$ cat config.mk
export PLATFORM = sky130hd
export DESIGN_NAME = clint_timer
export DESIGN_NICKNAME = d
export VERILOG_FILES = /design/src/source/soc_pkg.sv /design/src/source/clint_timer.sv
export SDC_FILE = /design/constraint.sdc
export NUM_CORES = 1
export LEC_CHECK = 0
export BUFFER_PORTS_ARGS = -buffer_cell sky130_fd_sc_hd__buf_2
export CAP_MARGIN = 20
export CORE_MARGIN = 3
export CORE_UTILIZATION = 55
export DETAILED_ROUTE_END_ITERATION = 8
export PLACE_DENSITY_LB_ADDON = 0.15
export SLEW_MARGIN = 5
export SYNTH_ARGS = -nofsm -noshare
export SYNTH_HDL_FRONTEND = slang
export SYNTH_SLANG_ARGS = --single-unit
$ cat constraint.sdc
create_clock -name clk_i -period 8 [get_ports clk_i]
set_input_delay 2 -clock clk_i [delete_from_list [all_inputs] [get_ports clk_i]]
set_output_delay 2 -clock clk_i [all_outputs]
set_load 0.005 [all_outputs]
$ cat src/source/soc_pkg.sv
// --------------------------------------------------
// soc package
// address map, bus request and response structs,
// the two-view bus address and the debug source
// --------------------------------------------------

`default_nettype none

package soc_pkg;

  // bus geometry
  localparam int unsigned AddrWidth = 32;
  localparam int unsigned DataWidth = 64;
  localparam int unsigned StrbWidth = DataWidth / 8;

  // --------------------------------------------------
  // address map
  // --------------------------------------------------
  // region tags sit in address bits 31..24
  localparam logic [7:0] RomTag   = 8'h01;
  localparam logic [7:0] ClintTag = 8'h02;
  localparam logic [7:0] RamTag   = 8'h80;

  localparam int unsigned RomWords = 512;

  // timer register offsets within the clint region
  localparam logic [23:0] MsipOffset     = 24'h00_0000;
  localparam logic [23:0] MtimecmpOffset = 24'h00_4000;
  localparam logic [23:0] MtimeOffset    = 24'h00_BFF8;

  // base of the boot rom content rule
  localparam logic [31:0] RomHiBase = 32'hB007_0000;

  // --------------------------------------------------
  // bus types
  // --------------------------------------------------
  typedef struct packed {
    logic [7:0]  tag;
    logic [23:0] offset;
  } addr_region_t;

  // same word seen flat by the memories, tagged by the decoder
  typedef union packed {
    logic [AddrWidth-1:0] flat;
    addr_region_t         region;
  } bus_addr_u;

  typedef struct packed {
    logic                 req;
    logic                 we;
    bus_addr_u            addr;
    logic [StrbWidth-1:0] be;
    logic [DataWidth-1:0] wdata;
  } bus_req_t;

  typedef struct packed {
    logic                 rvalid;
    logic                 err;
    logic [DataWidth-1:0] rdata;
  } bus_rsp_t;

  // one debug source, reduced to a halt level and an exit code
  typedef struct packed {
    logic        halt_req;
    logic [31:0] exit_code;
  } dbg_src_t;

endpackage

`default_nettype wire

$ cat src/source/clint_timer.sv
// --------------------------------------------------
// core-local timer
// mtime counts synchronized rtc edges, mtimecmp
// drives the timer interrupt, msip drives the ipi
// --------------------------------------------------

`timescale 1ns/1ps
`default_nettype none

module clint_timer (
  input  logic                          clk_i,
  input  logic                          ndmreset_n,
  input  logic                          rtc_i,
  input  soc_pkg::bus_req_t             req_i,
  output logic [soc_pkg::DataWidth-1:0] rdata_o,
  output logic                          hit_o,
  output logic                          timer_irq_o,
  output logic                          ipi_o
);
  import soc_pkg::*;

  logic [DataWidth-1:0] mtime_q, mtimecmp_q;
  logic                 msip_q;
  logic                 irq_q;
  logic [1:0]           rtc_sync_q;
  logic                 rtc_prev_q;
  logic                 rtc_tick;
  logic                 sel_msip, sel_cmp, sel_time;
  logic                 wr;

  // merge write data into a register under byte enables
  function automatic logic [DataWidth-1:0] merge_be(
    input logic [DataWidth-1:0] old_val,
    input logic [DataWidth-1:0] new_val,
    input logic [StrbWidth-1:0] be
  );
    logic [DataWidth-1:0] res;
    res = old_val;
    for (int b = 0; b < StrbWidth; b++) begin
      if (be[b]) res[b*8 +: 8] = new_val[b*8 +: 8];
    end
    return res;
  endfunction

  // --------------------------------------------------
  // rtc synchronizer and edge detect
  // --------------------------------------------------
  always_ff @(posedge clk_i or negedge ndmreset_n) begin
    if (!ndmreset_n) begin
      rtc_sync_q <= '0;
      rtc_prev_q <= 1'b0;
    end else begin
      rtc_sync_q <= {rtc_sync_q[0], rtc_i};
      rtc_prev_q <= rtc_sync_q[1];
    end
  end

  assign rtc_tick = rtc_sync_q[1] & ~rtc_prev_q;

  // offset decode
  assign sel_msip = (req_i.addr.region.offset == MsipOffset);
  assign sel_cmp  = (req_i.addr.region.offset == MtimecmpOffset);
  assign sel_time = (req_i.addr.region.offset == MtimeOffset);
  assign hit_o    = req_i.req & (sel_msip | sel_cmp | sel_time);
  assign wr       = hit_o & req_i.we;

  // --------------------------------------------------
  // registers
  // --------------------------------------------------
  always_ff @(posedge clk_i or negedge ndmreset_n) begin
    if (!ndmreset_n) begin
      mtime_q    <= '0;
      mtimecmp_q <= '1;
      msip_q     <= 1'b0;
      irq_q      <= 1'b0;
    end else begin
      // a bus write wins over the tick
      if (wr && sel_time) mtime_q <= merge_be(mtime_q, req_i.wdata, req_i.be);
      else if (rtc_tick) mtime_q <= mtime_q + 1'b1;
      if (wr && sel_cmp) mtimecmp_q <= merge_be(mtimecmp_q, req_i.wdata, req_i.be);
      if (wr && sel_msip && req_i.be[0]) msip_q <= req_i.wdata[0];
      irq_q <= (mtime_q >= mtimecmp_q);
    end
  end

  always_comb begin
    rdata_o = '0;
    if (sel_msip) rdata_o = {{(DataWidth-1){1'b0}}, msip_q};
    else if (sel_cmp) rdata_o = mtimecmp_q;
    else if (sel_time) rdata_o = mtime_q;
  end

  assign timer_irq_o = irq_q;
  assign ipi_o       = msip_q;

endmodule

`default_nettype wire

-- Word level (Yosys, flattened, before mapping)
Cells that the tools add are included.
- register bits after elaboration: 133
- input bits: 109
- output and inout port bits: 67
- logic and storage cells: 73
- add/sub/neg operators: 1
- magnitude comparators: 1
- equality and inequality tests: 10
- mux-type cells: 13
- bitwise operators: 6
- reductions and logical operators: 22
- operator list (kind ; count):
    64-bit 2-to-1 mux ; 5
    64-bit by 1-bit adder with 64-bit output, second input constant ; 1
    64-bit >= comparator ; 1
    8-bit 2-to-1 mux ; 8
    2-bit AND reduction ; 16
    24-bit by 15-bit == test with 1-bit output, second input constant ; 1
    24-bit by 16-bit == test with 1-bit output, second input constant ; 1
    24-bit zero test ; 1
    2-bit inequality test, second input constant ; 8
    1-bit logical AND ; 4
    1-bit bitwise AND ; 3
    1-bit bitwise OR ; 2
    2-bit nonzero test ; 1
    1-bit inverter ; 1

-- Depth between registers and ports, before layout
Gate-level depths: netlist of run 1.
- depth after elaboration: 8
- depth in mapped cells: 8
- mapped depth without buffers: 8

-- Worst setup path before layout of run 1
OpenSTA, ideal clock, no wires.
- path type: input port to output port
- start: in req_i[90] (netlist name)
- end: out rdata_o[14] (netlist name)
- arrival time: 3.618 ns
- required time: 6.000 ns
- slack: 2.382 ns
- stages on the path: 6
- path buffers: 2
- path through: nor4_1 nand4_1 nor4_1 clkbuf_1 buf_2 a22o_1
- longest elaborated chain between the ends: 4
- elaborated cells between the ends (all ways): 6
- those cells by class: eq/ne: 2; mux: 3; reduce/logical: 1
- RTL lines (what ; line ; RTL):
    start, declared ; clint_timer.sv:14 ; input soc_pkg::bus_req_t req_i,
    24-bit by 16-bit == test with 1-bit output ; clint_timer.sv:63 ; assign sel_time = (req_i.addr.region.offset == MtimeOffset);
    64-bit 2-to-1 mux ; clint_timer.sv:90 ; else if (sel_time) rdata_o = mtime_q;
    64-bit 2-to-1 mux ; clint_timer.sv:89 ; else if (sel_cmp) rdata_o = mtimecmp_q;
    64-bit 2-to-1 mux * ; clint_timer.sv:88 ; if (sel_msip) rdata_o = {{(DataWidth-1){1'b0}}, msip_q};
    end, declared ; clint_timer.sv:15 ; output logic [soc_pkg::DataWidth-1:0] rdata_o,
Every way passes the cells marked *; elsewhere a longest branch is shown, timed or not.

-- Worst setup path after layout of run 1
- start: in req_i[90] (netlist name)
- end: out rdata_o[5] (netlist name)
Same word-level chain as after synthesis.

==> results.tsv, run 1 <==
metric	value	unit
clk_path_buf_depth	2	
drt_iter0_drc	648	
avgRoutedWirePerCell	19.39	um
wl_met1	11110	um
peakVddDrop	0.0001517	V
cp.arrival	4.58	ns
final.setup.tns	0	ns
power_frac_clock	45.5	%
routed.top_layer	met5	
post_cts_buffers	0	
synth_seq_cells	133	
drv_slew	0	
postSynthCellCount	1007	
synth_area	9210	um2
place_congestion	0.9508	
netlist.area_leader.share	18.75	%
clkTransAtPathRegs	0.05	ns
synth-seq-area-share	37.01	%
crit_top_cell	buf_2	
wl_met2	13110	um
cts_resized	0	
synth_nets	1181	
via_per_inst	6.292	
detail_route.first_pass.iterations	8	
placed_area	10250	um2
area_growth	17.21	%
rsz0062_at_grt	no	
drive_gt1_share	30.84	%
power	0.001628	W
die_area	18330	um2
antenna_found_initial	5	
grt_pass1_vias	8480	
multi_input_area	5368	um2
status	finished, final reports clean	
p_int	0.001212	W
cts_buffers	17	
worstSkewPairLatency	0.43	ns
drtAntennaViolNets	0	
synth_flop_cell	dfrtp_1	
yosysWarnings	0	
core_area	16120	um2
finalCritPeriodShare	82.30	%
root_buffer	clkbuf_16	
hp-class	reg2reg	
ios	176	
synth_area_leaders	dfrtp_1 (19%), dfstp_2 (18%), ha_1 (8.8%)	
startpoint_type	primary input	
drc_errors	0	
max_freq	0.1519	GHz
ys_types	68	
slowest_stage	nor4_1	
cp_cell_sequence	buf_2 -> nor4_1 -> nand4_1 -> nor4_2 -> buf_4 -> a22o_1 -> buf_2	
critPathRequiredTime	6.00	ns
hpwl	20000	um
p_sw_share	25.54	%
grt_pass1_wl	43060	um
routed_wl	27060	um
io_buffers	167	
maxCapViolations	0	
h-tree-depth	4	
fin_skew	0.009954	ns
cts_tree	built	
fillers	1351	
synthArstFlopShare	100.0	%
power_frac_seq	45.0	%
design_area	10800	um2
ff_latch_area	3408	um2
crit_type	in2out	
relSlewSlack	29.43	%
cts.hold.buffers_added	0	
pwr-share-comb	9.4	%
slowest_delay	0.68	ns
powerDensity	150.8	nW/um2
wl_met3	1941	um
tightest_slew	1.051	ns
chipWidth	135.4	um
grt_max_degree	74	
gr-total-overflow	0	
synth_top_cell_by_area	dfrtp_1	
cp-end-kind	primary output	
synth-edff-count	0	
rows	46	
p_switching	0.0004159	W
die_y	135.4	um
hold_viol	0	
start_util	57.15	%
layout.nets	1338	
p_leak	4.592	nW
synth_area_per_cell	9.146	um2
setup_violations	0	
cts_sinks	133	
critical_path.max_fanout	40	
vias	8778	
track_usage	29.90	%
post-route-min-period	6.584	ns
cell usage in the layout (no fill, tap or decap), types with 17 or more instances in the layout:
cell type	count
a22o_1	64
dfstp_2	64
nor2_1	79
clkbuf_16	17
ha_1	65
inv_1	81
buf_2	166
mux2_2	65
a21oi_1	71
a211oi_1	19
o21ai_0	33
nor3_1	25
nand3_1	37
dfrtp_1	69
nand4_1	33
nand2_1	80
state kept, by name, indices dropped and copies added (netlist names):
| signal | cells |
|---|---|
| timer_irq_o | 1 |
| ipi_o | 1 |
| mtimecmp_q | 64 |
| rtc_prev_q | 1 |
| rtc_sync_q | 2 |
| mtime_q | 64 |
cell usage after synthesis, drive strengths merged (3+ instances only):
cell / count
a211o: 4
a211oi: 19
a21oi: 71
a22o: 64
a311oi: 5
a31oi: 6
a41oi: 4
and2: 5
and3: 11
and4: 5
buf: 11
clkbuf: 26
dfrtp: 69
dfstp: 64
ha: 65
inv: 81
mux2: 65
nand2: 89
nand2b: 5
nand3: 37
nand4: 34
nand4b: 3
nor2: 80
nor2b: 5
nor3: 28
nor4: 20
o211a: 3
o211ai: 9
o21a: 8
o21ai: 33
o21bai: 4
o221a: 8
o22ai: 8
o311ai: 3
o31ai: 8
o32ai: 6
or2: 3
or3: 8
xnor2: 4
final cells by class:
cell class                      count  share of cell area (%)
Sequential cell                   133                   31.57
Timing Repair Buffer              175                   8.322
Tap cell                          216                   2.503
Antenna cell                        2                 0.04636
Multi-Input combinational cell    756                   49.72
Clock buffer                       26                   4.254
Clock inverter                      6                  0.7649
Inverter                           81                   2.816
worst paths after layout:
check / end / slack, ns / from / depth (start not counted)
min in group asynchronous: mtime_q[58] / 1.65 / ndmreset_n / 1
setup / recovery: rdata_o[5] / 1.42 / req_i[90] / 7
hold / removal: rtc_sync_q[1] / 0.36 / rtc_sync_q[0] / 0
setup reg to reg: mtime_q[48] / 5.11 / mtime_q[8] / 6
hold reg to reg: rtc_sync_q[1] / 0.36 / rtc_sync_q[0] / 0
max in group asynchronous: mtime_q[59] / 4.91 / ndmreset_n / 2
kinds of logic after synthesis:
family | share of synthesized area, %
buf+inv | 4.972
mux | 8.165
fa+ha+maj | 8.830
simple gates | 19.11
compound gates | 21.53
flops | 37.01
xor+xnor | 0.3803
layer usage:
layer | track usage [%] | vias to the layer above
li1 | - | 4109
met1 | 37.98 | 4172
met2 | 49.59 | 412
met3 | 5.832 | 79
met4 | 13.49 | 6
met5 | 0 | -
worst max-delay path: cells and delay by family:
kind / cells / cell delay, ns
simple gates: 3 / 1.62
buf+inv: 3 / 0.68
compound gates: 1 / 0.24
per-stage QoR:
step / utilization (%) / setup slack (ns) / hold slack [ns] / cells
final: 66.99 / 1.416 / 0.3635 / 1395
after global routing: 66.99 / 1.164 / 0.3726 / 1395
after CTS: 66.96 / 1.482 / 0.3626 / 1393
after detailed placement: 63.59 / 1.485 / 0.3498 / 1361
after global placement: 63.59 / 1.529 / 0.3746 / 1361
after floorplan: - / 2.382 / 0.3312 / 1007
power groups by stage:
| stage | Sequential, W | Clock (W) | Combinational, W |
|---|---|---|---|
| 3_3_place_gp | 0.000743 | 0 | 0.000149 |
| 5_1_grt | 0.000737 | 0.000782 | 0.000181 |
| 4_1_cts | 0.000733 | 0.000752 | 0.000154 |
| 2_1_floorplan | 0.000730 | 0 | 0.0000831 |
| 6_report | 0.000734 | 0.000741 | 0.000154 |
| 3_5_place_dp | 0.000743 | 0 | 0.000152 |
No activity file was read; power rests on OpenSTA's default activity.
==> run 2, diff against run 1 <==
==> constraint.sdc (replaced) <==
create_clock -name clk_i -period 6.32 [get_ports clk_i]
set_input_delay 1.58 -clock clk_i [delete_from_list [all_inputs] [get_ports clk_i]]
set_output_delay 1.58 -clock clk_i [all_outputs]
set_load 0.005 [all_outputs]
==> run 2 against run 1 <==
  * Clock skew shrank 0.0025 ns
  * Count of clock-buffer cells in the layout grew 2
  * Final cell count is essentially flat
  * Utilization up 0.062 points
  * Final area about the same
  * Total power rose by 25%
  * Register-to-register slack got worse by 1.6 ns
  * Critical endpoint is now rdata_o[22]
  * Sequential cell count did not move
  * Critical path type unchanged
==> results.tsv, run 2 (synthesized netlist as in run 1, its figures left out) <==
metric	value	unit
pre_cts_slack	0.9532	ns
cp-end-kind	primary output	
hold_viol	0	
track_usage	29.73	%
grt_pass1_vias	8406	
area_growth	17.32	%
hpwl	20110	um
cts.hold.buffers_added	0	
io_buffers	167	
drc_errors	0	
cp.arrival	3.80	ns
slowest_delay	0.63	ns
via_per_inst	6.211	
setup_violations	0	
final_cell_mix	buf_2 (166), inv_1 (81), nand2_1 (80)	
power	0.002042	W
drive_gt1_share	31.21	%
cts_tree	built	
placed_area	10260	um2
p_leak	4.605	nW
grt_pass1_wl	42840	um
cts_resized	0	
crit_cells	7	
detail_route.first_pass.iterations	5	
timing.final.ws_setup	0.9392	ns
post-route-min-period	5.381	ns
clk_path_buf_depth	2	
chipWidth	135.4	um
antenna_found_initial	4	
min_path_cells	0	
start_util	57.15	%
maxCapViolations	0	
multi_input_area	5368	um2
ios	176	
core_area	16120	um2
slowest_stage	nor4_1	
crit_family	simple AND/OR/NAND/NOR gates	
startpoint_type	primary input	
relSlewSlack	31.89	%
tightest_slew	1.014	ns
final.setup.tns	0	ns
place_congestion	0.9531	
placed_cells	1363	
grt_max_degree	78	
drt_iter0_drc	731	
final_common_cell	buf_2	
root_buffer	clkbuf_16	
cts_buffers	17	
path_buf_inv	3	
rsz0062_at_grt	no	
gr-total-overflow	0	
instances_no_fill	1396	
cts_sinks	133	
post_cts_buffers	0	
ff_latch_area	3408	um2
crit_type	in2out	
r2r_setup_slack	3.47	ns
cp_cell_sequence	buf_2 -> nor4_1 -> nand3_1 -> nor3_4 -> buf_4 -> a22o_1 -> buf_2	
drtAntennaViolNets	0	
clkTransAtPathRegs	0.06	ns
worstSkewPairLatency	0.43	ns
avgRoutedWirePerCell	19.41	um
die_area	18330	um2
peakVddDrop	0.0001936	V
drv_slew	0	
hp-class	reg2reg	
fillers	1357	
vias	8670	
rows	46	
status	finished, final reports clean	
crit_top_cell	buf_2	
h-tree-depth	4	
fin_skew	0.007432	ns
finalCritPeriodShare	85.14	%
powerDensity	189.0	nW/um2
max_freq	0.1858	GHz
critPathRequiredTime	4.74	ns
reg2reg_depth	6	
reg_top3	mtime_q x64, mtimecmp_q x64, rtc_sync_q x2	
critical_path.max_fanout	38	
layout.nets	1340	
routed_wl	27100	um
design_area	10810	um2
die_y	135.4	um
## run 2: final cells by class
type                       count  area share (%)
clock inverter                 4          0.2084
timing repair buffer         177           8.453
multi-input combinational    756           49.68
antenna                        1         0.02316
clock buffer                  28           4.782
sequential                   133           31.54
inverter                      81           2.814
tap                          216           2.501
## run 2: layer usage
metal,routed length (um),GRT usage [%]
met1,11230,37.84
met2,13090,49.81
met3,1791,5.944
met4,947,11.98
met5,42,0
## run 2: power by group
group | total, W | leakage, nW | switching (W) | internal [W]
registers | 0.000928 | 1.43 | 0.0000495 | 0.000879
clock network | 0.000919 | 0.264 | 0.000367 | 0.000552
logic | 0.000195 | 2.91 | 0.000116 | 0.0000786
## run 2: final timing paths
kind | to | from
min in group asynchronous | mtime_q[60] | ndmreset_n
worst min-delay path | rtc_sync_q[1] | rtc_sync_q[0]
max in group asynchronous | mtime_q[25] | ndmreset_n
worst max register to register | mtime_q[48] | mtime_q[8]
worst min register to register | rtc_sync_q[1] | rtc_sync_q[0]
worst max-delay path | rdata_o[22] | req_i[90]
## run 2: per-stage QoR
| stage | hold WS (ns) | util (%) |
|---|---|---|
| floorplan | 0.3312 | - |
| global placement | 0.3727 | 63.69 |
| detailed placement | 0.3780 | 63.69 |
| CTS | 0.3951 | 67.03 |
| global route | 0.3961 | 67.05 |
| finish | 0.3912 | 67.05 |
