### config.mk
export PLATFORM = sky130hd
export DESIGN_NAME = debug_front
export DESIGN_NICKNAME = d
export VERILOG_FILES = /design/src/source/soc_pkg.sv /design/src/source/debug_front.sv
export SDC_FILE = /design/constraint.sdc
export NUM_CORES = 1
export LEC_CHECK = 0
export BUFFER_PORTS_ARGS = -buffer_cell sky130_fd_sc_hd__buf_2
export CAP_MARGIN = 0
export CORE_MARGIN = 10
export CORE_UTILIZATION = 35
export DETAILED_ROUTE_END_ITERATION = 12
export HOLD_SLACK_MARGIN = 0.03
export PLACE_DENSITY_LB_ADDON = 0.1
export SLEW_MARGIN = 20
export SYNTH_ARGS = -nofsm -noshare
export SYNTH_HDL_FRONTEND = slang
export SYNTH_SLANG_ARGS = --single-unit
### constraint.sdc
create_clock -name clk_i -period 3.3 [get_ports clk_i]
set_input_delay 0.33 -clock clk_i [delete_from_list [all_inputs] [get_ports clk_i]]
set_output_delay 0.33 -clock clk_i [all_outputs]
set_load 0.01 [all_outputs]
### src/source/soc_pkg.sv
// --------------------------------------------------
// soc package
// address map, bus request and response structs,
// the two-view bus address and the debug source
// --------------------------------------------------

`default_nettype none

package soc_pkg;

  // bus geometry
  localparam int unsigned AddrWidth = 32;
  localparam int unsigned DataWidth = 64;
  localparam int unsigned StrbWidth = DataWidth / 8;

  // --------------------------------------------------
  // address map
  // --------------------------------------------------
  // region tags sit in address bits 31..24
  localparam logic [7:0] RomTag   = 8'h01;
  localparam logic [7:0] ClintTag = 8'h02;
  localparam logic [7:0] RamTag   = 8'h80;

  localparam int unsigned RomWords = 512;

  // timer register offsets within the clint region
  localparam logic [23:0] MsipOffset     = 24'h00_0000;
  localparam logic [23:0] MtimecmpOffset = 24'h00_4000;
  localparam logic [23:0] MtimeOffset    = 24'h00_BFF8;

  // base of the boot rom content rule
  localparam logic [31:0] RomHiBase = 32'hB007_0000;

  // --------------------------------------------------
  // bus types
  // --------------------------------------------------
  typedef struct packed {
    logic [7:0]  tag;
    logic [23:0] offset;
  } addr_region_t;

  // same word seen flat by the memories, tagged by the decoder
  typedef union packed {
    logic [AddrWidth-1:0] flat;
    addr_region_t         region;
  } bus_addr_u;

  typedef struct packed {
    logic                 req;
    logic                 we;
    bus_addr_u            addr;
    logic [StrbWidth-1:0] be;
    logic [DataWidth-1:0] wdata;
  } bus_req_t;

  typedef struct packed {
    logic                 rvalid;
    logic                 err;
    logic [DataWidth-1:0] rdata;
  } bus_rsp_t;

  // one debug source, reduced to a halt level and an exit code
  typedef struct packed {
    logic        halt_req;
    logic [31:0] exit_code;
  } dbg_src_t;

endpackage

`default_nettype wire

### src/source/debug_front.sv
// --------------------------------------------------
// debug front end
// picks jtag or dmi as debug source, muxes the exit
// code and holds the core debug request off for a
// fixed window after reset
// --------------------------------------------------

`timescale 1ns/1ps
`default_nettype none

module debug_front #(
  parameter int unsigned DbgDelayCycles = 500
) (
  input  logic              clk_i,
  input  logic              ndmreset_n,
  input  logic              jtag_en_i,
  input  soc_pkg::dbg_src_t dbg_jtag_i,
  input  soc_pkg::dbg_src_t dbg_dmi_i,
  output logic [31:0]       exit_o,
  output logic              debug_req_o
);
  import soc_pkg::*;

  localparam int unsigned CntW = (DbgDelayCycles > 0) ? $clog2(DbgDelayCycles + 1) : 1;

  dbg_src_t        sel_src;
  logic [CntW-1:0] holdoff_q;
  logic            holdoff_active;

  // source select
  assign sel_src = jtag_en_i ? dbg_jtag_i : dbg_dmi_i;
  assign exit_o  = sel_src.exit_code;

  // --------------------------------------------------
  // hold-off counter
  // --------------------------------------------------
  // gives the core time to run boot code before the
  // first halt request can reach it
  always_ff @(posedge clk_i or negedge ndmreset_n) begin
    if (!ndmreset_n) begin
      holdoff_q <= CntW'(DbgDelayCycles);
    end else if (holdoff_active) begin
      holdoff_q <= holdoff_q - 1'b1;
    end
  end

  assign holdoff_active = (holdoff_q != '0);
  assign debug_req_o    = holdoff_active ? 1'b0 : sel_src.halt_req;

endmodule

`default_nettype wire

After elaboration in Yosys (flattened, before gate mapping) --
Index checks and enable logic that the tools add are counted. Widths: inputs -> output; s select.
Operators by class: add/subtract/negate cells 1, $mul 0, divide/modulo/power cells 0, order comparisons 0, equality and inequality tests 0, shifts and indexed selects 0, multiplexer cells 2, bitwise logic cells 0, reduce and logical (&&, ||, !) cells 1
Operators with widths (count):
- $mux 33 | 1
- $reduce_bool 9->1 | 1
- $sub 9x1->9 const B | 1
- $mux 1 | 1
Word-level totals: register bits 9, bits in latches 0, RAM bits 0, ROM bits 0, memories kept 0

Depth between registers and ports, before layout --
Gate-level depths: netlist of the first run.
depth after elaboration 2, depth in mapped cells 5

Worst setup path before layout of the first run --
OpenSTA, ideal clock, no wires.
path type register to output, from reg holdoff_q[3], to out debug_req_o, data arrival time 1.531 ns, slack 1.439 ns, stages on the path, launching flop included 4, cell sequence dfrtp_1 > or4_4 > nor4_4 > nor2b_1
Between the ends: longest elaborated chain between the ends 2
Ends and longest elaborated chain:
- start: declaration | line debug_front.sv:27 | logic [CntW-1:0] holdoff_q;
- start signal: assignment | line debug_front.sv:41 | holdoff_q <= CntW'(DbgDelayCycles);
- start signal: assignment | line debug_front.sv:43 | holdoff_q <= holdoff_q - 1'b1;
- $reduce_bool 9->1 | line debug_front.sv:47 | assign holdoff_active = (holdoff_q != '0);
- $mux 1 | line debug_front.sv:48 | assign debug_req_o = holdoff_active ? 1'b0 : sel_src.halt_req;
- end: declaration | line debug_front.sv:20 | output logic debug_req_o
Every way passes these cells.

Worst setup path after layout of the first run --
Same ends and word-level chain as after synthesis.

==> results by stage, run 1 <==
Setup path:
- The highest fanout seen on the critical path is 5.
- The worst-case register-to-register setup slack is 1.62 ns.
- The category of the critical setup timing path is register to output pin.
- The critical register-to-register path startpoint is holdoff_q[3].
- STA classifies the critical path startpoint as a register.
- The worst register-to-register path has a depth of 3.
- The worst path arrival time is 1.93 ns.
- The critical path required time is 2.97 ns.
- The type of element capturing the critical path is an output pin.
- The endpoint of the worst-slack reg-to-reg timing path is holdoff_q[3].

Placed design:
- The count of buffers added on input and output ports is 101.
- Routability-driven placement finished with a final weighted congestion of 0.807.
- Once placement completed, the tool counted placed cells totaling 201.
- The final HPWL from detailed placement is 3.21 mm.

Logic synthesis:
- The gate count of the mapped netlist is 76.
- The cell type contributing the most total cell area after synthesis is mux2_2.
- When the netlist entered floorplanning its net count stood at 146.
- A synthesized cell averages 10.9 um^2.
- The cell area after synthesis is 828 um^2.
- The share of Yosys cell area claimed by the top area cell type is 44.9%.
- Yosys instantiated no cell more often than mux2_2.
- The most used flip-flop cell after synthesis is dfstp_2.
- The register bit total from synthesis is 9.
- The Yosys step of the flow raised 0 warnings.
- The commonest cells after synthesis are 33 x mux2_2, 6 x dfstp_2, 6 x o21ai_0.
- By area the synthesized netlist is led by mux2_2 45%, dfstp_2 19%, dfrtp_1 9.1%.
- Synthesis instantiated 21 different standard cells from the library.
- Of the synthesized area, sequential elements account for 28.1%.
- After synthesis, the share of flip-flops with an asynchronous set or reset is 100%.
- The number of synthesized flops with an enable pin is 0.

Global routing:
- The number of global-route vias before repair is 904.
- The largest net degree at the start of global routing is 34.
- The global-route wire length before repair is 4.66 mm.
- The initial antenna violation count came to 0.
- For this run, the total global-route usage over all layers was measured as 12.6%.
- The total congestion overflow is 0.

Clock tree:
- The number of instances resized during post-cts repair is 0.
- In this run the number of H-tree levels came out at 1.
- The clock passes through at most 2 buffers.
- The buffer cell driving the clock tree root is clkbuf_4.
- In this run, CTS created clock tree buffers numbering 3.
- The CTS clock-pin slew for the worst setup and hold paths is 0.06 ns.
- Counting every sink on the clock net gives 9.
- At the later pin of the worst-skew pair, clock insertion delay measures 0.26 ns.
- TritonCTS built the clock tree.

STA:
- The total negative slack for setup checks is 0 ns.
- In the finished design, the share of the clock period the worst path needs comes to 68.5%.
- The final count of negative-setup-slack endpoints is 0.
- The hold violation total from the final report came to 0.
- The transition time at the pin with the least slew margin is 0.687 ns.
- The final critical path time including I/O delays and setup is 2.26 ns.
- The max-slew violation count is 0.
- The relative slew slack is 54.2%.
- On the final layout, the worst clock skew is 0.00180 ns.
- Derived from the worst setup path, the maximum achievable clock frequency is 0.442 GHz.
- Setup repair after global routing left no endpoint under its margin.
- Final hold analysis gives a worst-case slack of 0.447 ns.

Drt:
- The number of violations reported at the end of detailed-routing iteration 0 is 32.
- The detail route stage leaves a number of antenna-violating nets equal to 0.
- The total wirelength of the detailed-routed design is 3.63 mm.
- After detailed routing, the average wire length per cell comes to 17.6 um.
- After detailed routing, the number of vias per cell comes to 4.73.
- The remaining routing DRC violations is 0.
- Summing over every cut layer, the via total after detailed routing is 974.
- The number of optimization iterations in the first detailed-route pass is 2.

Floorplan:
- The number of placement rows is 17.
- The starting utilization of the core area is 37.1%.
- The die covers 4710 um^2.
- The die height is 68.6 um.
- The core box area is 2230 um^2.
- Pin placement for this block handled 102 I/O pins.
- In this run the horizontal extent of the chip is 68.6 um.

Power and ir drop:
- The maximum resistive drop on vdd is 211 uV.
- Power spread over the standard cell area amounts to 236 nW/um^2.
- The leakage power summed over all cells is 0.000751 uW.

Finish:
- In the final layout, the share of cells above drive strength 1 is 83.1%.
- The area growth from synthesis to layout is 67.8%.
- After the flow finishes, the layout carries non-filler instances totaling 206.
- The register with the most flip-flops in the layout has 9 of them.
- The largest registers in the layout are holdoff_q: 9 flops.
- The repair_antennas step left the layout with diodes totalling 0.
- The net count of the finished layout is 249.
- The final core area utilization is 62.2%.
- The register with the most flip-flops is holdoff_q.

Flow run:
- The tool flagged a number of max-cap violations equal to 0.

Run status:
- The flow ran to the end, and the final reports show no timing, DRC or antenna violations.

Worst hold path:
- The tightest min-delay check is of the input pin to asynchronous set/reset pin type.
[how the worst max path moves through the flow]
stage / slack, ns / end / from / cells past startpoint
after floorplan: 1.44 / debug_req_o / holdoff_q[3] / 3
after global placement: 1.33 / debug_req_o / holdoff_q[3] / 4
after detailed placement: 1.29 / debug_req_o / holdoff_q[3] / 4
after CTS: 1.01 / debug_req_o / holdoff_q[3] / 4
after global routing: 0.91 / debug_req_o / holdoff_q[3] / 4
final: 1.04 / debug_req_o / holdoff_q[3] / 4
[cells by family after synthesis]
logic type,after synthesis,synth area share (%)
AND/OR/NAND/NOR,14,11.8
adder cells (fa/ha/maj),1,1.51
buffers and inverters,6,2.72
AO/OA/AOI/OAI,10,7.55
XOR/XNOR,1,1.06
flip-flops,9,28.1
multiplexers,35,47.3
[layout make-up]
type,instances,area [um^2]
well taps,28,35.0
inverters,2,7.51
repair buffers,102,515
clock buffers,4,26.3
multi-input cells,61,573
fillers,194,843
flip-flops and latches,9,233
[metrics by stage]
stage               power, uW  setup slack [ns]  area [um^2]
CTS                       334              1.01         1390
detailed placement        246              1.29         1350
global route              352             0.911         1390
global placement          244              1.33         1350
floorplan                 174              1.44          828
finish                    327              1.04         1390
[layer usage]
layer	track usage [%]	vias up	routed length [um]
met5	0	-	0
met4	3.02	0	30
met1	13.7	428	1200
met3	4.67	4	530
met2	22.5	56	1870
li1	-	486	-
[placed cells by master, fill, tap and decap left out]
master         instances
nand2_1                1
o21ai_0                6
nand2b_1               2
nor2_1                 2
or3_1                  2
inv_1                  2
or4_4                  1
clkbuf_1               1
mux2_2                33
o31a_2                 1
dlygate4sd3_1          1
ha_1                   1
mux2i_1                2
clkbuf_4               3
nor3_1                 2
or2_2                  2
xnor2_1                1
nor4_4                 1
buf_2                101
dfrtp_1                3
dfstp_2                6
nor2b_1                1
o31ai_1                2
o21bai_1               1
[worst max-delay path, stage by stage (launching register included)]
cell and delay, ns:
dfrtp_1 0.41, or4_4 0.59, nor4_4 0.36, nor2b_1 0.17
buf_2 0.14
[repair_timing]
item | CTS | global route
hold buffers | 1 | 0
hold endpoints to repair | 3 | 0
setup buffers | 0 | 0
[power breakdown]
| part | internal [uW] | switching, uW |
|---|---|---|
| combinational | 77.3 | 55.5 |
| sequential | 111 | 0 |
| clock | 46.5 | 37.3 |
(Power assumes the default switching activity.)
==> run 2: changes to the inputs <==
--- a/config.mk
+++ b/config.mk
@@ -8,7 +8,7 @@
 export BUFFER_PORTS_ARGS = -buffer_cell sky130_fd_sc_hd__buf_2
 export CAP_MARGIN = 0
 export CORE_MARGIN = 10
-export CORE_UTILIZATION = 35
+export CORE_UTILIZATION = 29
 export DETAILED_ROUTE_END_ITERATION = 12
 export HOLD_SLACK_MARGIN = 0.03
 export PLACE_DENSITY_LB_ADDON = 0.1
==> constraint.sdc (replaced) <==
create_clock -name clk_i -period 2 [get_ports clk_i]
set_input_delay 0.2 -clock clk_i [delete_from_list [all_inputs] [get_ports clk_i]]
set_output_delay 0.2 -clock clk_i [all_outputs]
set_load 0.01 [all_outputs]
==> results by stage, run 2 (synthesized netlist as in run 1, its figures left out) <==
Drt:
- The remaining routing DRC violations is 0.
- The number of optimization iterations in the first detailed-route pass is 4.
- Once detail routing completed, the nets flagged for antenna violations numbered 0.
- The total number of vias is 1,002.
- In this run, the number of DRC markers left after iteration 0 of detailed routing was 14.
- After detailed routing, the number of vias per cell comes to 4.77.
- The post-detailed-route wirelength per cell is 17.3 um.
- The routed design has 3.63 mm of wire.

Floorplan:
- The area of the die is 5390 um^2.
- The total area inside the core boundary comes to 2730 um^2.
- The number of placement rows is 19.
- The width of the chip is 73.4 um.
- 102 I/O pins were placed.
- Once the floorplan was initialized, standard cells occupied 30.3% of the core.
- In this run the vertical extent of the chip is 73.4 um.

STA:
- The max-slew violation count is 0.
- The largest clock skew in the final design is 0.000420 ns.
- The hold violation total from the final report is 0.
- The final critical path time including I/O delays and setup is 1.94 ns.
- The relative slew slack is 54.1%.
- Setup repair after global routing could not meet its margin everywhere.
- The highest clock rate is 0.515 GHz.
- The fraction of the cycle the final worst path needs is 97.0%.
- Final hold analysis gives a worst-case slack of 0.315 ns.
- Setup violations remaining at the end of the flow were counted as 0.
- For the pin with the worst max-slew slack, the measured transition is 0.689 ns.
- Across all setup checks in the final design, the least slack found is 0.0600 ns.

Clock tree:
- The CTS clock-pin slew for the worst setup and hold paths is 0.06 ns.
- CTS saw 9 sinks.
- The total setup buffers inserted after CTS is 0.
- At the later pin of the worst-skew pair, clock insertion delay measures 0.26 ns.
- The number of clock buffers added by TritonCTS is 3.
- The buffer cell driving the clock tree root is clkbuf_4.
- CTS built an H-tree with a depth of 1.
- The clock passes through at most 2 buffers.
- TritonCTS built the clock tree.
- After clock tree synthesis, the repair step resized 0 gates.

Setup path:
- The depth of the worst register-to-register path is 4.
- The endpoint identified for the worst register-to-register timing path is holdoff_q[1].
- The worst setup path is captured at an output pin.
- In this run the worst setup path begins at holdoff_q[4].
- The critical path required time is 1.80 ns.
- STA classifies the critical path startpoint as a register.
- Along the worst path, the maximum fanout reaches 5.
- The critical register-to-register path startpoint is holdoff_q[4].
- For the worst setup path, the data arrival time is 1.74 ns.
- The worst setup path is of the register to output pin kind.
- The worst-case register-to-register setup slack is 0.41 ns.

Run status:
- The run finished with clean final reports.

Finish:
- The library cell used most frequently in the layout, excluding fill and tap cells, is buf_2.
- In the layout the commonest cells are 101 x buf_2, 33 x mux2_2, 6 x o21ai_0, 6 x dfstp_2.
- In the final layout, the registers with the most flip-flops are holdoff_q: 9 flops.
- The number of nets in the final layout is 250.
- The final core area utilization is 51.3%.
- Fill cells in the final layout number 266.
- The finished layout holds 210 standard cells, fillers aside.
- The number of antenna diodes in the final layout is 0.
- The register with the most flip-flops in the layout has 9 of them.
- The layout cell share with drive strength beyond 1 is 83.2%.
- The area growth from synthesis to layout is 69.2%.
- The register with the most flip-flops is holdoff_q.

Global routing:
- The number of global-route vias before repair is 1,022.
- The initial antenna violation count came to 0.
- The global-route wire length before repair is 5.09 mm.
- Global routing consumed, over all layers together, 11.6% of the routing resources.
- Entering global routing, the biggest net connects 34 pins.
- The total congestion overflow is 0.

Flow run:
- Across the run, the number of max-cap violations was 0.

Power and ir drop:
- The maximum resistive drop on vdd is 300 uV.
- The power per cell area is 388 nW/um^2.
- Summed over all cells, the static leakage comes to 0.000756 uW.

Placed design:
- Once placement completed, the tool counted placed cells totaling 205.
- The pre-CTS setup slack is 0.269 ns.
- At the end of routability-driven placement, the weighted congestion stood at 0.773.
- The wire-length estimate of the detail-placed layout is 3.27 mm.
- Port buffering added 101 buffers.

Worst hold path:
- The type of the most critical hold path is input pin to asynchronous set/reset pin.
## run 2: cell count changes in the layout (fill, tap and decap cells not counted)
| cell | previous run | this run |
|---|---|---|
| buf_4 | 0 | 1 |
## run 2: metrics by stage
| step | cell area, um^2 | TNS, ns | total power (uW) |
|---|---|---|---|
| CTS | 1400 | 0 | 556 |
| global route | 1400 | -0.0465 | 581 |
| detailed placement | 1370 | 0 | 409 |
| global placement | 1370 | 0 | 405 |
| floorplan | 828 | 0 | 286 |
| finish | 1400 | 0 | 543 |
## run 2: worst max-delay path, cell delays in order, from the launching register on
cell,delay [ns]
dfstp_2,0.37
or4_4,0.57
nor4_4,0.24
nor2b_1,0.16
buf_2,0.14
## run 2: worst max path at each step
stage | endpoint | slack [ns]
2_1_floorplan | debug_req_o | 0.27
3_3_place_gp | debug_req_o | 0.30
3_5_place_dp | debug_req_o | 0.27
4_1_cts | debug_req_o | 0.03
5_1_grt | debug_req_o | -0.05
6_report | debug_req_o | 0.06
## run 2: area by class of cell
class,instances,area [um^2],share of cell area (%)
multi-input combinational,61,573,40.9
inverter,2,7.51,0.536
timing repair buffer,103,523,37.3
clock buffer,4,26.3,1.88
tap,31,38.8,2.77
sequential,9,233,16.6
## run 2: metal layers
layer | part of all wire, % | global-route usage [%] | vias to the layer above
li1 | - | - | 487
met1 | 32 | 10.7 | 453
met2 | 53 | 22.1 | 58
met3 | 13 | 4.85 | 4
met4 | 1.2 | 4.35 | 0
met5 | 0 | 0 | -
## run 2: repair_timing
| item | in CTS | in global routing |
|---|---|---|
| pin swaps | 1 | 0 |
| hold buffers | 1 | 0 |
| endpoints found under the hold margin | 9 | 0 |
| cloned | 0 | 0 |
| endpoints found under the setup margin | 1 | 1 |
## run 2: power breakdown
group	switching (uW)	internal [uW]	leakage, uW
logic	93.6	128	0.000637
registers	0	183	0.000104
clock network	62.3	76.8	0.0000150
total	156	387	0.000756
