--- src/source/soc_pkg.sv ---
// --------------------------------------------------
// soc package
// address map, bus request and response structs,
// the two-view bus address and the debug source
// --------------------------------------------------

`default_nettype none

package soc_pkg;

  // bus geometry
  localparam int unsigned AddrWidth = 32;
  localparam int unsigned DataWidth = 64;
  localparam int unsigned StrbWidth = DataWidth / 8;

  // --------------------------------------------------
  // address map
  // --------------------------------------------------
  // region tags sit in address bits 31..24
  localparam logic [7:0] RomTag   = 8'h01;
  localparam logic [7:0] ClintTag = 8'h02;
  localparam logic [7:0] RamTag   = 8'h80;

  localparam int unsigned RomWords = 512;

  // timer register offsets within the clint region
  localparam logic [23:0] MsipOffset     = 24'h00_0000;
  localparam logic [23:0] MtimecmpOffset = 24'h00_4000;
  localparam logic [23:0] MtimeOffset    = 24'h00_BFF8;

  // base of the boot rom content rule
  localparam logic [31:0] RomHiBase = 32'hB007_0000;

  // --------------------------------------------------
  // bus types
  // --------------------------------------------------
  typedef struct packed {
    logic [7:0]  tag;
    logic [23:0] offset;
  } addr_region_t;

  // same word seen flat by the memories, tagged by the decoder
  typedef union packed {
    logic [AddrWidth-1:0] flat;
    addr_region_t         region;
  } bus_addr_u;

  typedef struct packed {
    logic                 req;
    logic                 we;
    bus_addr_u            addr;
    logic [StrbWidth-1:0] be;
    logic [DataWidth-1:0] wdata;
  } bus_req_t;

  typedef struct packed {
    logic                 rvalid;
    logic                 err;
    logic [DataWidth-1:0] rdata;
  } bus_rsp_t;

  // one debug source, reduced to a halt level and an exit code
  typedef struct packed {
    logic        halt_req;
    logic [31:0] exit_code;
  } dbg_src_t;

endpackage

`default_nettype wire

--- src/source/addr_decoder.sv ---
// --------------------------------------------------
// address decoder
// routes each single-beat request to rom, ram or
// timer and returns a registered one-cycle response,
// with an error for anything outside the map
// --------------------------------------------------

`timescale 1ns/1ps
`default_nettype none

module addr_decoder #(
  parameter int unsigned RamWords = 1024
) (
  input  logic                             clk_i,
  input  logic                             ndmreset_n,
  input  soc_pkg::bus_req_t                bus_req_i,
  output soc_pkg::bus_rsp_t                bus_rsp_o,
  output soc_pkg::bus_req_t                rom_req_o,
  output soc_pkg::bus_req_t                ram_req_o,
  output soc_pkg::bus_req_t                clint_req_o,
  input  logic [soc_pkg::DataWidth-1:0]    rom_rdata_i,
  input  logic [soc_pkg::DataWidth-1:0]    ram_rdata_i,
  input  logic [soc_pkg::DataWidth-1:0]    clint_rdata_i,
  input  logic                             clint_hit_i
);
  import soc_pkg::*;

  localparam int unsigned RomBytes = RomWords * StrbWidth;
  localparam int unsigned RamBytes = RamWords * StrbWidth;

  typedef enum logic [1:0] {SelNone, SelRom, SelRam, SelClint} sel_e;

  bus_addr_u            req_addr;
  logic                 rom_sel, ram_sel, clint_sel;
  logic                 mapped;
  sel_e                 sel_d, sel_q;
  logic                 rvalid_q, err_q, rd_q;
  logic [DataWidth-1:0] clint_data_q;
  logic [DataWidth-1:0] rsp_data;

  // --------------------------------------------------
  // request cycle
  // --------------------------------------------------
  assign req_addr  = bus_req_i.addr;
  assign rom_sel   = (req_addr.region.tag == RomTag) &&
                     (32'(req_addr.region.offset) < RomBytes);
  assign ram_sel   = (req_addr.region.tag == RamTag) &&
                     (32'(req_addr.region.offset) < RamBytes);
  // the timer itself owns the offset check
  assign clint_sel = (req_addr.region.tag == ClintTag);
  assign mapped    = rom_sel | ram_sel | (clint_sel & clint_hit_i);

  always_comb begin
    rom_req_o       = bus_req_i;
    ram_req_o       = bus_req_i;
    clint_req_o     = bus_req_i;
    rom_req_o.req   = bus_req_i.req & rom_sel;
    ram_req_o.req   = bus_req_i.req & ram_sel;
    clint_req_o.req = bus_req_i.req & clint_sel;
  end

  always_comb begin
    sel_d = SelNone;
    if (rom_sel) sel_d = SelRom;
    else if (ram_sel) sel_d = SelRam;
    else if (clint_sel && clint_hit_i) sel_d = SelClint;
  end

  always_ff @(posedge clk_i or negedge ndmreset_n) begin
    if (!ndmreset_n) begin
      rvalid_q <= 1'b0;
      err_q    <= 1'b0;
      rd_q     <= 1'b0;
      sel_q    <= SelNone;
    end else begin
      rvalid_q <= bus_req_i.req;
      err_q    <= bus_req_i.req & ~mapped;
      rd_q     <= bus_req_i.req & ~bus_req_i.we & mapped;
      sel_q    <= bus_req_i.req ? sel_d : SelNone;
    end
  end

  // timer data is combinational, so capture it here
  always_ff @(posedge clk_i) begin
    if (clint_req_o.req) clint_data_q <= clint_rdata_i;
  end

  // --------------------------------------------------
  // response cycle
  // --------------------------------------------------
  always_comb begin
    rsp_data = '0;
    if (rd_q) begin
      case (sel_q)
        SelRom:   rsp_data = rom_rdata_i;
        SelRam:   rsp_data = ram_rdata_i;
        SelClint: rsp_data = clint_data_q;
        default:  rsp_data = '0;
      endcase
    end
  end

  always_comb begin
    bus_rsp_o.rvalid = rvalid_q;
    bus_rsp_o.err    = err_q;
    bus_rsp_o.rdata  = rsp_data;
  end

endmodule

`default_nettype wire

--- config.mk ---
export PLATFORM = sky130hd
export DESIGN_NAME = addr_decoder
export DESIGN_NICKNAME = d
export VERILOG_FILES = /design/src/source/soc_pkg.sv /design/src/source/addr_decoder.sv
export SDC_FILE = /design/constraint.sdc
export NUM_CORES = 1
export LEC_CHECK = 0
export BUFFER_PORTS_ARGS = -buffer_cell sky130_fd_sc_hd__buf_2
export CORE_AREA = 2 2 266 268
export CTS_CLUSTER_DIAMETER = 150
export CTS_CLUSTER_SIZE = 16
export DETAILED_ROUTE_END_ITERATION = 6
export DIE_AREA = 0 0 268 270
export PLACE_DENSITY = 0.4
export SKIP_LAST_GASP = 1
export SLEW_MARGIN = 40
export SYNTH_ARGS = -nofsm -noshare
export SYNTH_HDL_FRONTEND = slang
export SYNTH_SLANG_ARGS = --single-unit
export TNS_END_PERCENT = 10
--- constraint.sdc ---
create_clock -name clk_i -period 3.2 [get_ports clk_i]
set_clock_uncertainty 0.05 [all_clocks]
set_input_delay 0.64 -clock clk_i [delete_from_list [all_inputs] [get_ports clk_i]]
set_output_delay 0.64 -clock clk_i [all_outputs]
set_load 0.005 [all_outputs]
# Word-level counts from Yosys, hierarchy flattened
# Index checks and enable logic that the tools add are counted.
[op_classes]
order_cmp = 2
n_eq_ne = 6
muxes = 6
n_bitwise = 11
n_reduce_logical = 3
[op_table]
columns = ["operator", "count"]
rows = [
  ["64-bit case mux with 3 select lines", 1],
  ["64-bit two-way mux", 1],
  ["24-bit by 13-bit less-than comparator with 1-bit output (second input constant)", 1],
  ["24-bit by 14-bit less-than comparator with 1-bit output (second input constant)", 1],
  ["8-bit by 1-bit equality test with 1-bit output (second input constant)", 1],
  ["8-bit by 2-bit equality test with 1-bit output (second input constant)", 1],
  ["8-bit equality test (second input constant)", 1],
  ["2-bit two-way mux", 4],
  ["1-bit bitwise AND", 7],
  ["2-bit equality test (second input constant)", 2],
  ["1-bit logical AND", 3],
  ["2-bit by 1-bit equality test with 1-bit output (second input constant)", 1],
  ["1-bit inverter", 2],
  ["1-bit OR", 2],
]
[totals]
register_bits = 69
inputBits = 301
out_inout_bits = 384
wordCells = 33

# Longest topological paths before layout
# Gate-level depths: netlist of run 1.
[logic_depth]
depth_word = 6
ltp_mapped = 5
mapped_depth_nobuf = 4

# Worst setup path after synthesis of run 1
# No wires, ideal clock.
[synth_path]
path_kind = "in2out"
start = "in bus_req_i[101] (netlist bit)"
end = "out clint_req_o[105] (netlist bit)"
arrival_ns = 2.699
required_ns = 2.510
path_slack_ns = -0.189
path_stages = 3
n_path_buf = 0
path_cell_list = "nor4_2 -> and4b_1 -> and2_1"
[synth_rtl]
columns = ["element", "line", "text"]
rows = [
  ["from (decl)", "addr_decoder.sv:16", "input soc_pkg::bus_req_t bus_req_i,"],
  ["to (decl)", "addr_decoder.sv:20", "output soc_pkg::bus_req_t clint_req_o,"],
]

==> summary.txt, run 1 <==
Outcome
  • Status: completed

Place
  • Placement Cell Area: 6880 um2
  • Placed Cells incl. Taps: 1581
  • Worst slack, placed: 0.540 ns
  • Final GP Congestion: 0.746
  • PortBufs: 348
  • Half-perimeter wire length after placement: 20.3 mm

STA
  • F_max: 369 MHz
  • PnR worst setup slack: 0.487 ns
  • Worst relative slew slack: 54.0%
  • Final critical-path required period: 2.71 ns
  • Setup repair after global routing missed its margin: no
  • Total Neg Setup Slack: 0 ns
  • Slew at the pin closest to its max-slew limit: 0.689 ns
  • Fraction of the cycle the final worst path needs: 84.8%
  • Final setup violation count: 0
  • Pins Over Slew Limit: 0
  • Final Hold Vio Count: 0

Floorplanning
  • Rows: 97
  • Width of the die: 268 um
  • Die footprint: 72400 um2
  • Die span in y: 270 um
  • Initial core utilization: 9.15%
  • Area of the placeable core: 69500 um2
  • Num ports: 685

Logic synthesis
  • Yosys synthesis warning count: 0
  • Number of storage elements in the synthesis netlist: 69
  • Share of Yosys cell area claimed by the top area cell type: 37.4%
  • Largest area contributor in the netlist: sky130_fd_sc_hd__buf_4
  • Sequential share of the synthesized area: 32.2%
  • Mean area per synthesized cell: 10.1 um2
  • Cell types with the largest area share after synthesis: sky130_fd_sc_hd__buf_4 (37%), sky130_fd_sc_hd__edfxtp_1 (30%), sky130_fd_sc_hd__mux2_2 (11%)
  • Number of unique standard cell types used by synthesis: 26
  • Synthesized instance count: 629
  • Total nets after synthesis: 930
  • Area of the mapped netlist: 6360 um2

Clocking
  • Clk buf depth: 2
  • CTS Sinks: 69
  • Clock slew at reported path FFs: 0.07 ns
  • Clock tree from TritonCTS: done
  • Num CTS Buffers: 9
  • Cell at the root of the clock tree: sky130_fd_sc_hd__clkbuf_16
  • CTS-repair resized insts: 0
  • Number of setup buffers added after CTS: 0
  • Deepest level of the CTS H-tree: 3
  • Cts-stage hold buffer count: 1

Detailed routing
  • Per-cell via count in the routed design: 2.72
  • Sum of routed wire length over all layers: 24.3 mm
  • Vias: 4351
  • DRC marker count from the first detailed-route iteration: 163
  • Post-detailed-route wirelength per cell: 15.2 um
  • DRC violations left: 0
  • Initial DRT Pass Iterations: 5
  • Count of nets left with antenna violations after detail routing: 0

Power and ir drop
  • Reported leakage power: 2.67 nW
  • Switching portion of total power: 22.1%
  • Net switching power: 0.000540 W
  • Part of the power in registers: 40.5%
  • Ratio of total power to cell area: 338 nW/um2
  • Share of total power in the clock network: 48.8%
  • VDD IR max: 0.218 mV
  • Combinational power share: 10.7%
  • Internal: 0.00190 W

Critical path
  • Worst Setup End Kind: primary output
  • Data arrival at the endpoint of the critical path: 2.02 ns
  • Maximum fanout count along the critical path: 45
  • Worst Path Class, Setup: reg2out
  • Crit path launch type: flip-flop
  • Critical path data required time: 2.51 ns

Layout
  • Area added between synthesis and finish: 13.6%
  • Most common cell after layout, fill and taps aside: sky130_fd_sc_hd__buf_2
  • Area taken by flip-flops and latches: 2050 um2
  • Number of fill cells: 8035
  • Final cell count without fillers: 1599
  • Share of layout cells above drive strength 1: 68.3%
  • Final core occ: 10.4%
  • Highest-count cells in the layout ignoring fill and taps: sky130_fd_sc_hd__buf_2 (348), sky130_fd_sc_hd__mux2_2 (64), sky130_fd_sc_hd__a22oi_1 (64), sky130_fd_sc_hd__nor2b_1 (64), sky130_fd_sc_hd__edfxtp_1 (64)
  • Area used by multi-input combinational logic: 1770 um2
  • Layout net count: 954
  • Final std cell area, no fill: 7230 um2

Global route
  • Wire length of the first global-routing pass: 31.8 mm
  • Vias in the first global route: 4397
  • Total congestion overflow: 0
  • Largest net degree at the start of global routing: 65
  • Initial antenna violation count: 5
  • Total global routing track utilization: 6.36%

Min path
  • Worst hold path type: in2reg

Run
  • Maximum capacitance violations: 0
[state kept, by name, summed over array words and instances (netlist names)]
register,cells
clint_data_q,64
rd_q,1
rvalid_q,1
err_q,1
sel_q,2
[synthesized netlist by cell type, drive strengths merged]
cell,count
buf,339
nor4,5
clkbuf,6
mux2,64
dfrtp,5
and3b,1
and2,1
and3,1
nand2b,1
a211oi,1
nor2b,65
a21oi,1
nand2,3
edfxtp,64
and4,1
and4b,1
nor2,3
a22oi,64
inv,1
a221oi,1
o21ai,1
[layer usage]
layer / global-route usage, % / vias to the layer above / share of wire (%)
met2: 10.6 / 416 / 48
met4: 3.13 / 2 / 3.5
met3: 3.59 / 65 / 13
li1: - / 1883 / -
met1: 6.23 / 1985 / 35
met5: 0.811 / - / 0.21
[final timing paths]
kind / from / endpoint / slack, ns / cells past startpoint
hold / removal: clint_rdata_i[6] / clint_data_q[6] / 0.39 / 1
max in group asynchronous: ndmreset_n / sel_q[0] / 2.33 / 2
min in group asynchronous: ndmreset_n / rvalid_q / 0.61 / 2
setup / recovery: sel_q[0] / bus_rsp_o[26] / 0.49 / 5
[cell families after synthesis]
family                 Yosys count  share of synthesized area (%)
buffers and inverters          346                           40.1
and+or+nand+nor                 82                           8.26
DFF                             69                           32.2
AOI/OAI and AO/OA               68                           8.14
muxes                           64                           11.3
[worst max-delay path: stages (launching register included)]
cell and delay [ns]:
sky130_fd_sc_hd__dfrtp_4 0.56, sky130_fd_sc_hd__buf_12 0.25, sky130_fd_sc_hd__mux2_2 0.37, sky130_fd_sc_hd__a22oi_1 0.13
sky130_fd_sc_hd__nor2b_1 0.11, sky130_fd_sc_hd__buf_2 0.14
[power by group through the flow]
stage / clock network, W / logic [W] / registers (W)
2_1_floorplan: 0 / 0.000367 / 0.00101
3_3_place_gp: 0 / 0.000264 / 0.00101
3_5_place_dp: 0 / 0.000263 / 0.00101
4_1_cts: 0.00128 / 0.000266 / 0.000989
5_1_grt: 0.00129 / 0.000284 / 0.000989
6_report: 0.00119 / 0.000260 / 0.000989
[stage by stage]
| step | total power [W] | hold slack (ns) |
|---|---|---|
| final | 0.00244 | 0.393 |
| after global routing | 0.00256 | 0.358 |
| after CTS | 0.00254 | 0.341 |
| after detailed placement | 0.00127 | 0.419 |
| after global placement | 0.00127 | 0.416 |
| after floorplan | 0.00137 | 0.294 |
[final cells by class]
cell class | count | share of cell area, %
sequential | 69 | 28.4
timing repair buffer | 358 | 26.0
multi-input combinational | 214 | 24.5
tap | 940 | 16.3
clock buffer | 9 | 3.11
clock inverter | 6 | 1.54
antenna | 2 | 0.0692
inverter | 1 | 0.0519
Note: power is estimated with default switching activity, not from simulation.
==> run 2, diff against run 1 <==
==> constraint.sdc (replaced) <==
create_clock -name clk_i -period 2.3 [get_ports clk_i]
set_clock_uncertainty 0.05 [all_clocks]
set_input_delay 0.46 -clock clk_i [delete_from_list [all_inputs] [get_ports clk_i]]
set_output_delay 0.46 -clock clk_i [all_outputs]
set_load 0.005 [all_outputs]
==> run 2 against run 1 <==
Compared with the run above: the run now ends with setup timing left; sequential cell count did not move; via count increased by 2.1%; core utilization up 0.75 points; combinational power rose by 49%; clock-buffer cell count is the same; critical path depth is 2 higher; worst hold slack lost 0.18 ns; largest cell class is now buffers; largest power group unchanged.
==> summary.txt, run 2 (synthesis gave the netlist of run 1 again) <==
Place
  • Worst slack, placed: 0.0139 ns
  • Placement Cell Area: 6970 um2
  • Final GP Congestion: 0.750
  • PortBufs: 348
  • Half-perimeter wire length after placement: 21.1 mm

Layout
  • Diode insertion count for antenna repair: 0
  • Area taken by flip-flops and latches: 2050 um2
  • Number of fill cells: 8040
  • Area added between synthesis and finish: 21.8%
  • Area used by multi-input combinational logic: 1970 um2
  • Reg with most FFs: clint_data_q
  • Most common cell after layout, fill and taps aside: sky130_fd_sc_hd__buf_2
  • Layout net count: 976
  • Highest-count cells in the layout ignoring fill and taps: sky130_fd_sc_hd__buf_2 (347), sky130_fd_sc_hd__edfxtp_1 (64), sky130_fd_sc_hd__mux2_2 (63), sky130_fd_sc_hd__nor2b_1 (63), sky130_fd_sc_hd__a22oi_2 (38)
  • Final core occ: 11.1%
  • Final std cell area, no fill: 7750 um2
  • Max reg flops: 64
  • Top flop regs: clint_data_q (64), sel_q (2)
  • Share of layout cells above drive strength 1: 75.1%

Power and ir drop
  • Net switching power: 0.000745 W
  • Internal: 0.00265 W
  • Switching portion of total power: 21.9%
  • VDD IR max: 0.285 mV
  • Part of the power in registers: 40.5%
  • Ratio of total power to cell area: 439 nW/um2
  • Reported leakage power: 2.85 nW
  • Share of total power in the clock network: 48.1%
  • Combinational power share: 11.4%

Critical path
  • Worst Path Class, Setup: reg2out
  • Maximum fanout count along the critical path: 9
  • Cell type with the highest occurrence count on the critical path: sky130_fd_sc_hd__buf_12
  • Cells along the critical path: buf_12, nor2b_4, buf_12, buf_16, a22oi_2, nor2b_1, buf_2
  • Critical path data required time: 1.79 ns
  • Highest-delay cell along the critical path: sky130_fd_sc_hd__dfrtp_4
  • Delay of the slowest critical-path stage: 0.48 ns
  • End point of the critical path: bus_rsp_o[42]
  • Worst Setup End Kind: primary output
  • Setup crit start: sel_q[0]
  • Data arrival at the endpoint of the critical path: 1.87 ns
  • Crit path launch type: flip-flop

Min path
  • Startpoint of the tightest hold check path: bus_req_i[105]
  • Worst hold path type: in2reg
  • Hold depth: 1

Clocking
  • Clk buf depth: 2
  • Clock tree from TritonCTS: done
  • Deepest level of the CTS H-tree: 3
  • Num CTS Buffers: 9
  • Clock slew at reported path FFs: 0.06 ns
  • Cell at the root of the clock tree: sky130_fd_sc_hd__clkbuf_16
  • CTS Sinks: 69

Floorplanning
  • Initial core utilization: 9.15%
  • Area of the placeable core: 69500 um2
  • Width of the die: 268 um
  • Rows: 97
  • Die span in y: 270 um
  • Die footprint: 72400 um2
  • Num ports: 685

Detailed routing
  • Vias: 4442
  • Post-detailed-route wirelength per cell: 15.9 um
  • Sum of routed wire length over all layers: 25.7 mm
  • DRC marker count from the first detailed-route iteration: 137
  • Count of nets left with antenna violations after detail routing: 0
  • DRC violations left: 0
  • Per-cell via count in the routed design: 2.74
  • Initial DRT Pass Iterations: 4

STA
  • Fraction of the cycle the final worst path needs: 103%
  • F_max: 420 MHz
  • Setup repair after global routing missed its margin: yes
  • Worst relative slew slack: 68.7%
  • Final critical-path required period: 2.38 ns
  • Final setup violation count: 59
  • Pins Over Slew Limit: 0
  • Final Hold Vio Count: 0
  • PnR worst setup slack: -0.0802 ns
  • Total Neg Setup Slack: -1.90 ns
  • Hold slack final: 0.208 ns
  • Slew at the pin closest to its max-slew limit: 0.470 ns

Global route
  • Vias in the first global route: 4407
  • Total congestion overflow: 0
  • Largest net degree at the start of global routing: 60
  • Wire length of the first global-routing pass: 32.3 mm
  • Total global routing track utilization: 6.50%
  • Initial antenna violation count: 3

Outcome
  • Failing checks: setup timing
  • Status: finished with violations

Run
  • Maximum capacitance violations: 0
[run 2: changes by cell type in the layout (fill, tap and decap cells not counted), moves of 2 or more]
| cell | previous run | this run |
|---|---|---|
| sky130_fd_sc_hd__a22oi_1 | 64 | 26 |
| sky130_fd_sc_hd__a22oi_2 | 0 | 38 |
| sky130_fd_sc_hd__buf_4 | 4 | 14 |
| sky130_fd_sc_hd__buf_12 | 5 | 9 |
| sky130_fd_sc_hd__clkbuf_16 | 9 | 13 |
| sky130_fd_sc_hd__buf_6 | 0 | 3 |
| sky130_fd_sc_hd__diode_2 | 2 | 0 |
[run 2: per-layer routing]
layer  vias up  global-route usage, %  routed length [um]
met3        85                   4.00                3520
met1      2007                   5.82                8350
li1       1926                      -                   -
met2       420                   11.3               12600
met4         4                   3.18                1190
met5         -                  0.811                  67
[run 2: how the worst min path moves through the flow]
| stage | end |
|---|---|
| floorplan | err_q |
| global placement | rvalid_q |
| detailed placement | rvalid_q |
| CTS | rvalid_q |
| global route | rvalid_q |
| finish | rvalid_q |
[run 2: area by class of cell]
type | count | share of cell area, %
timing repair buffer | 380 | 28.5
clock inverter | 6 | 1.44
inverter | 1 | 0.0484
sequential | 69 | 26.5
clock buffer | 9 | 2.91
tap | 940 | 15.2
multi-input combinational | 214 | 25.4
[run 2: what timing repair did]
| item | 4_1_cts | 5_1_grt |
|---|---|---|
| hold endpoints to repair | 5 | 0 |
| cloned | 1 | 4 |
| hold buffers | 1 | 0 |
| buffers inserted | 4 | 2 |
| resized for setup | 8 | 48 |
| pin swaps | 1 | 9 |
| setup endpoints to repair | 64 | 67 |
[run 2: critical path: cells and delay by family (launching register included)]
family	cells	cell delay, ns
flops	1	0.48
compound gates	1	0.22
buf+inv	4	0.59
simple gates	2	0.22
[run 2: through the flow]
stage,std cells,total power [W]
floorplan,629,0.00191
global placement,1593,0.00178
detailed placement,1593,0.00178
CTS,1614,0.00352
global route,1619,0.00358
finish,1619,0.00340
[run 2: power groups by stage]
stage | Combinational (W) | Sequential, W | Clock, W
after global placement | 0.000378 | 0.00140 | 0
after global routing | 0.000420 | 0.00138 | 0.00179
final | 0.000388 | 0.00138 | 0.00163
after CTS | 0.000380 | 0.00138 | 0.00177
after floorplan | 0.000510 | 0.00140 | 0
after detailed placement | 0.000375 | 0.00140 | 0
